`config.mk`:
```
export PLATFORM = sky130hd
export DESIGN_NAME = lane_gather
export DESIGN_NICKNAME = d
export VERILOG_FILES = /design/src/rtl/vread_pkg.sv /design/src/rtl/lane_gather.sv
export SDC_FILE = /design/constraint.sdc
export NUM_CORES = 1
export LEC_CHECK = 0
export BUFFER_PORTS_ARGS = -buffer_cell sky130_fd_sc_hd__buf_2
export CORE_ASPECT_RATIO = 0.6
export CORE_MARGIN = 2
export CORE_UTILIZATION = 30
export DETAILED_ROUTE_END_ITERATION = 8
export PLACE_DENSITY = 0.72
export SETUP_SLACK_MARGIN = 0.3
export SLEW_MARGIN = 20
export SYNTH_ARGS = -nofsm -noshare
export SYNTH_HDL_FRONTEND = slang
export SYNTH_SLANG_ARGS = --single-unit
```
`constraint.sdc`:
```
create_clock -name clk -period 1.13 [get_ports clk]
set_input_delay 0.0565 -clock clk [delete_from_list [all_inputs] [get_ports clk]]
set_output_delay 0.0565 -clock clk [all_outputs]
set_load 0.1 [all_outputs]
```
`src/rtl/vread_pkg.sv`:
```
package vread_pkg;

   // array shape
   localparam int LANES      = 4;
   localparam int DATA_W     = 32;
   localparam int EXT_ADDR_W = 32;
   // top bit of the buffer address picks the ping-pong half
   localparam int BUF_ADDR_W = 8;
   // burst length field holds words minus one
   localparam int LEN_W      = 8;
   localparam int PERIOD_W   = 6;
   localparam int DELAY_W    = 4;

   typedef struct packed {
      logic                  enabled;
      logic                  ping_pong;
      logic [EXT_ADDR_W-1:0] ext_addr;
      logic [LEN_W-1:0]      len;
      logic [BUF_ADDR_W-2:0] start;
      logic [PERIOD_W-1:0]   per;
      logic [BUF_ADDR_W-2:0] incr;
      logic [BUF_ADDR_W-2:0] iter;
      logic [BUF_ADDR_W-2:0] shift;
      logic [DELAY_W-1:0]    delay;
   } lane_cfg_t;

   // databus request, held until the beat with last
   typedef struct packed {
      logic                  valid;
      logic [EXT_ADDR_W-1:0] addr;
      logic [LEN_W-1:0]      len;
   } db_req_t;

   typedef struct packed {
      logic              ready;
      logic [DATA_W-1:0] rdata;
      logic              last;
   } db_rsp_t;

   typedef struct packed {
      logic              valid;
      logic [DATA_W-1:0] data;
   } lane_out_t;

   typedef struct packed {
      logic [LANES-1:0]             valid;
      logic [LANES-1:0][DATA_W-1:0] data;
   } gather_out_t;

endpackage
```
`src/rtl/lane_gather.sv`:
```
`timescale 1ns/1ns

module lane_gather (
   input  logic                   clk,
   input  logic                   rst,
   input  logic                   run_i,
   input  vread_pkg::lane_out_t   lane_out_i [vread_pkg::LANES],
   input  logic [vread_pkg::LANES-1:0] lane_done_i,
   output vread_pkg::gather_out_t out_o,
   output logic                   done_o
);
   import vread_pkg::*;

   logic [LANES-1:0]             lane_valid;
   logic [LANES-1:0]             valid_q;
   logic [LANES-1:0][DATA_W-1:0] data_q;
   logic                         done_q;

   always_comb begin
      for (int i = 0; i < LANES; i++) begin
         lane_valid[i] = lane_out_i[i].valid;
      end
   end

   always_ff @(posedge clk or posedge rst) begin
      if (rst) begin
         valid_q <= '0;
      end else begin
         valid_q <= lane_valid;
      end
   end

   always_ff @(posedge clk) begin
      for (int i = 0; i < LANES; i++) begin
         if (lane_valid[i]) data_q[i] <= lane_out_i[i].data;
      end
   end

   // sticky done, waits until the last lane word has left the lanes
   always_ff @(posedge clk or posedge rst) begin
      if (rst) begin
         done_q <= 1'b1;
      end else if (run_i) begin
         done_q <= 1'b0;
      end else if ((&lane_done_i) && !(|lane_valid)) begin
         done_q <= 1'b1;
      end
   end

   assign out_o.valid = valid_q;
   assign out_o.data  = data_q;
   assign done_o      = done_q;

endmodule

```
==> results of run 1 <==
-- cells in the mapped netlist --
| cell type | instances | share of area (%) |
|---|---|---|
| nor2_1 | 1 | 0.094 |
| a21oi_1 | 1 | 0.12 |
| and4_1 | 1 | 0.22 |
| edfxtp_1 | 128 | 96 |
| dfrtp_1 | 4 | 2.5 |
| dfstp_2 | 1 | 0.66 |
| nor4_2 | 1 | 0.31 |
| inv_1 | 1 | 0.094 |
-- metrics by stage --
stage	area [sq um]	hold WS (ns)
2_1_floorplan	4020	-0.166
3_3_place_gp	6190	-0.0122
3_5_place_dp	6190	-0.00879
-- cells by family after synthesis --
| logic type | after synthesis | share of synthesized area [%] |
|---|---|---|
| compound gates | 1 | 0.125 |
| flops | 133 | 99.2 |
| buf+inv | 1 | 0.0937 |
| simple gates | 3 | 0.625 |
==> flow_summary.json, run 1 <==
{
  "error_line": "[ERROR RSZ-0060] Max buffer count reached.",
  "gp_congestion": 0.744,
  "die_y_um": 93.5,
  "postSynthAreaPerCell_sq_um": 29.0,
  "start_util_pct": 31.0,
  "cts_resized": 400,
  "stop_stage": "clock tree synthesis (4_1_cts)",
  "ys_ff_latch": 133,
  "cts-buffers-inserted": 17,
  "synth_cells": 138,
  "pin_count": 272,
  "ctsHtreeMaxLevel": 4,
  "cts_root_buffer": "clkbuf_16",
  "ys_seq_area_share_pct": 99.2,
  "rows": 32,
  "outcome": "did not finish",
  "yosysWarnings": 0,
  "dpl.hpwl_mm": 7.86,
  "syn-num-nets": 277,
  "preCtsSetupSlack_ns": 0.167,
  "netlist_area_sq_um": 4000,
  "die_w_um": 153,
  "cts.sinks": 133,
  "hold_buffers": 125,
  "dp_cells": 590,
  "yosysUniqueCellTypes": 8,
  "place.port_buffers": 271,
  "post_cts_buffers": 1,
  "clockBufferDepth": 2
}
==> run 2: changes to the inputs <==
--- a/config.mk
+++ b/config.mk
@@ -6,12 +6,10 @@
 export NUM_CORES = 1
 export LEC_CHECK = 0
 export BUFFER_PORTS_ARGS = -buffer_cell sky130_fd_sc_hd__buf_2
-export CORE_ASPECT_RATIO = 0.6
 export CORE_MARGIN = 2
-export CORE_UTILIZATION = 30
+export CORE_UTILIZATION = 20
 export DETAILED_ROUTE_END_ITERATION = 8
-export PLACE_DENSITY = 0.72
-export SETUP_SLACK_MARGIN = 0.3
+export PLACE_DENSITY_LB_ADDON = 0.15
 export SLEW_MARGIN = 20
 export SYNTH_ARGS = -nofsm -noshare
 export SYNTH_HDL_FRONTEND = slang
==> run 2 against run 1 <==
Compared with the run above:
- the flow now finishes, with violations (setup timing)
- synthesized area unchanged
- synthesized cell count unchanged
==> flow_summary.json, run 2 <==
{
  "ys_ff_latch": 133,
  "crit_path_cell_trace": "buf_12",
  "crit_type": "register to output pin",
  "wire_per_inst_um": 14.9,
  "firstDrtPassIters": 4,
  "grtUsageMet3_pct": 4.33,
  "yosysMostFrequentCell": "edfxtp_1",
  "cts.sinks": 133,
  "dpl.hpwl_mm": 8.45,
  "clk_latency_ns": 0.40,
  "hold_viol_final": 0,
  "wl_mm": 12.6,
  "routed_via_density": 3.61,
  "synth_cells": 138,
  "cp_max_fo": 2,
  "synth-edff-count": 128,
  "synth_top_cell_area_share_pct": 96.0,
  "start_util_pct": 20.5,
  "synth_commonest_cells": "edfxtp_1, dfrtp_1",
  "ys_seq_area_share_pct": 99.2,
  "cts_tree": "built",
  "hold_class": "input port to asynchronous set/reset pin",
  "path_clk_slew_ns": 0.06,
  "synth_area_leaders": "edfxtp_1, dfrtp_1, dfstp_2",
  "setup_ws_ns": -0.0669,
  "use_met1_pct": 12.0,
  "mostFrequentLayoutCell": "buf_2",
  "setup_viol_count_final": 1,
  "worst_pin_slew_ns": 0.286,
  "ctsHtreeMaxLevel": 4,
  "rows": 51,
  "clockBufferDepth": 2,
  "arrival_ns": 1.14,
  "cellPowerDensity_nw_per_um2": 1790,
  "required_ns": 1.07,
  "use_met2_pct": 21.9,
  "rsz0062_at_grt": "true",
  "max_stage_delay_ns": 0.56,
  "grt_pass1_vias": 3472,
  "top_usage_layer": "met2",
  "ir_worst_vdd_mv": 0.901,
  "vias": 3063,
  "core_sq_um": 19500,
  "post-route-drc-count": 0,
  "violations": "setup timing",
  "post_cts_buffers": 0,
  "whs_ns": 0.0963,
  "place.port_buffers": 271,
  "outcome": "finished, violations left",
  "cts_root_buffer": "clkbuf_16",
  "slew_headroom_pct": 81.1,
  "grt_max_degree": 35,
  "ys.flop_type": "edfxtp_1",
  "slowest_stage": "dfstp_2",
  "yosysWarnings": 0,
  "dp_cells": 681,
  "fmax_mhz": 836,
  "path_buf_inv": 1,
  "yosysTopAreaCell": "edfxtp_1",
  "gp_congestion": 0.663,
  "cts-buffers-inserted": 17,
  "grt_pass1_wl_mm": 19.1,
  "finish.net_count": 708,
  "die_y_um": 145,
  "drive_gt1_share_pct": 53.3,
  "p_leak_nw": 3.65,
  "critPathTopFamily": "flip-flops",
  "die-area_sq_um": 21200,
  "postRouteAntennaNets": 0,
  "yosysUniqueCellTypes": 8,
  "post-route-period-util_pct": 106,
  "crit_path_end_kind": "output pin",
  "min_period_ns": 1.20,
  "fin_skew_ns": 0,
  "async_flop_share_pct": 3.76,
  "nFillCells": 1753,
  "netlist_area_sq_um": 4000,
  "cap_viol_max_count": 0,
  "overflow": 0,
  "crit_path_start_kind": "register",
  "pin_count": 272,
  "postSynthAreaPerCell_sq_um": 29.0,
  "die_w_um": 145,
  "layout_common_cells": "buf_2, dlygate4sd3_1, edfxtp_1",
  "grt_antenna_before_repair": 1,
  "finalNonFillerCells": 848,
  "syn-num-nets": 277,
  "globalRouteTotalUtil_pct": 12.0,
  "synthToLayoutAreaGrowth_pct": 120,
  "drtIter0Drc": 70,
  "largest_reg_flops": 128,
  "maxSlewViolCount": 0
}
==> run 2: cell counts after synthesis <==
No cell type changed its count.
==> run 2: cells by family after synthesis <==
group	Yosys count	share of synthesized area, %
and+or+nand+nor	3	0.625
AOI/OAI and AO/OA	1	0.125
DFF	133	99.2
buffers and inverters	1	0.0937
==> run 2: report_power, final <==
group / internal [W] / switching (W)
combinational: 0.00136 / 0.00314
clock: 0.00303 / 0.00220
sequential: 0.00584 / 0.000202
==> run 2: per-stage QoR <==
step	utilization [%]	cell area, sq um	setup slack, ns	TNS, ns	power, W
5_1_grt	45.1	8800	-0.120	-0.167	0.0163
6_report	45.1	8800	-0.0669	-0.0669	0.0158
2_1_floorplan	-	4000	0.0617	0	0.00879
4_1_cts	44.4	8660	-0.102	-0.102	0.0159
3_5_place_dp	33.5	6550	0.265	0	0.0101
3_3_place_gp	33.5	6550	0.287	0	0.0100
==> run 2: cell type report <==
class	count	area, sq um	share of cell area, %
Timing Repair Buffer	412	3910	44.4
Clock buffer	17	425	4.83
Multi-Input combinational cell	4	30.0	0.341
Tap cell	265	332	3.77
Clock inverter	15	131	1.49
Antenna cell	1	2.50	0.0284
Inverter	1	3.75	0.0426
Sequential cell	133	3970	45.1
==> run 2: what timing repair did <==
item / in CTS / in global routing
hold endpoints to repair: 140 / 0
endpoints found under the setup margin: 83 / 44
hold buffers: 134 / 0
resized for setup: 85 / 37
==> run 2: final timing paths <==
check	depth (start not counted)	startpoint	slack, ns	to
max	1	done_o$_DFFE_PP1P_	-0.07	done_o
min	3	rst	0.1	valid_q[3]$_DFF_PP0_
max reg2reg	2	done_o$_DFFE_PP1P_	0.36	done_o$_DFFE_PP1P_
min reg2reg	2	done_o$_DFFE_PP1P_	0.55	done_o$_DFFE_PP1P_
min in group clk	4	lane_done_i[1]	0.10	done_o$_DFFE_PP1P_
max in group asynchronous	3	rst	0.76	done_o$_DFFE_PP1P_
==> run 2: per-layer routing <==
| layer | routed length, um | up-vias |
|---|---|---|
| li1 | - | 1427 |
| met1 | 4480 | 1494 |
| met2 | 7120 | 129 |
| met3 | 779 | 13 |
| met4 | 243 | 0 |
| met5 | 0 | - |
==> run 2: worst min-delay path: stages <==
cell and delay, ns:
dlygate4sd3_1 0.52, buf_2 0.11, inv_1 0.20
(Power assumes the default switching activity.)
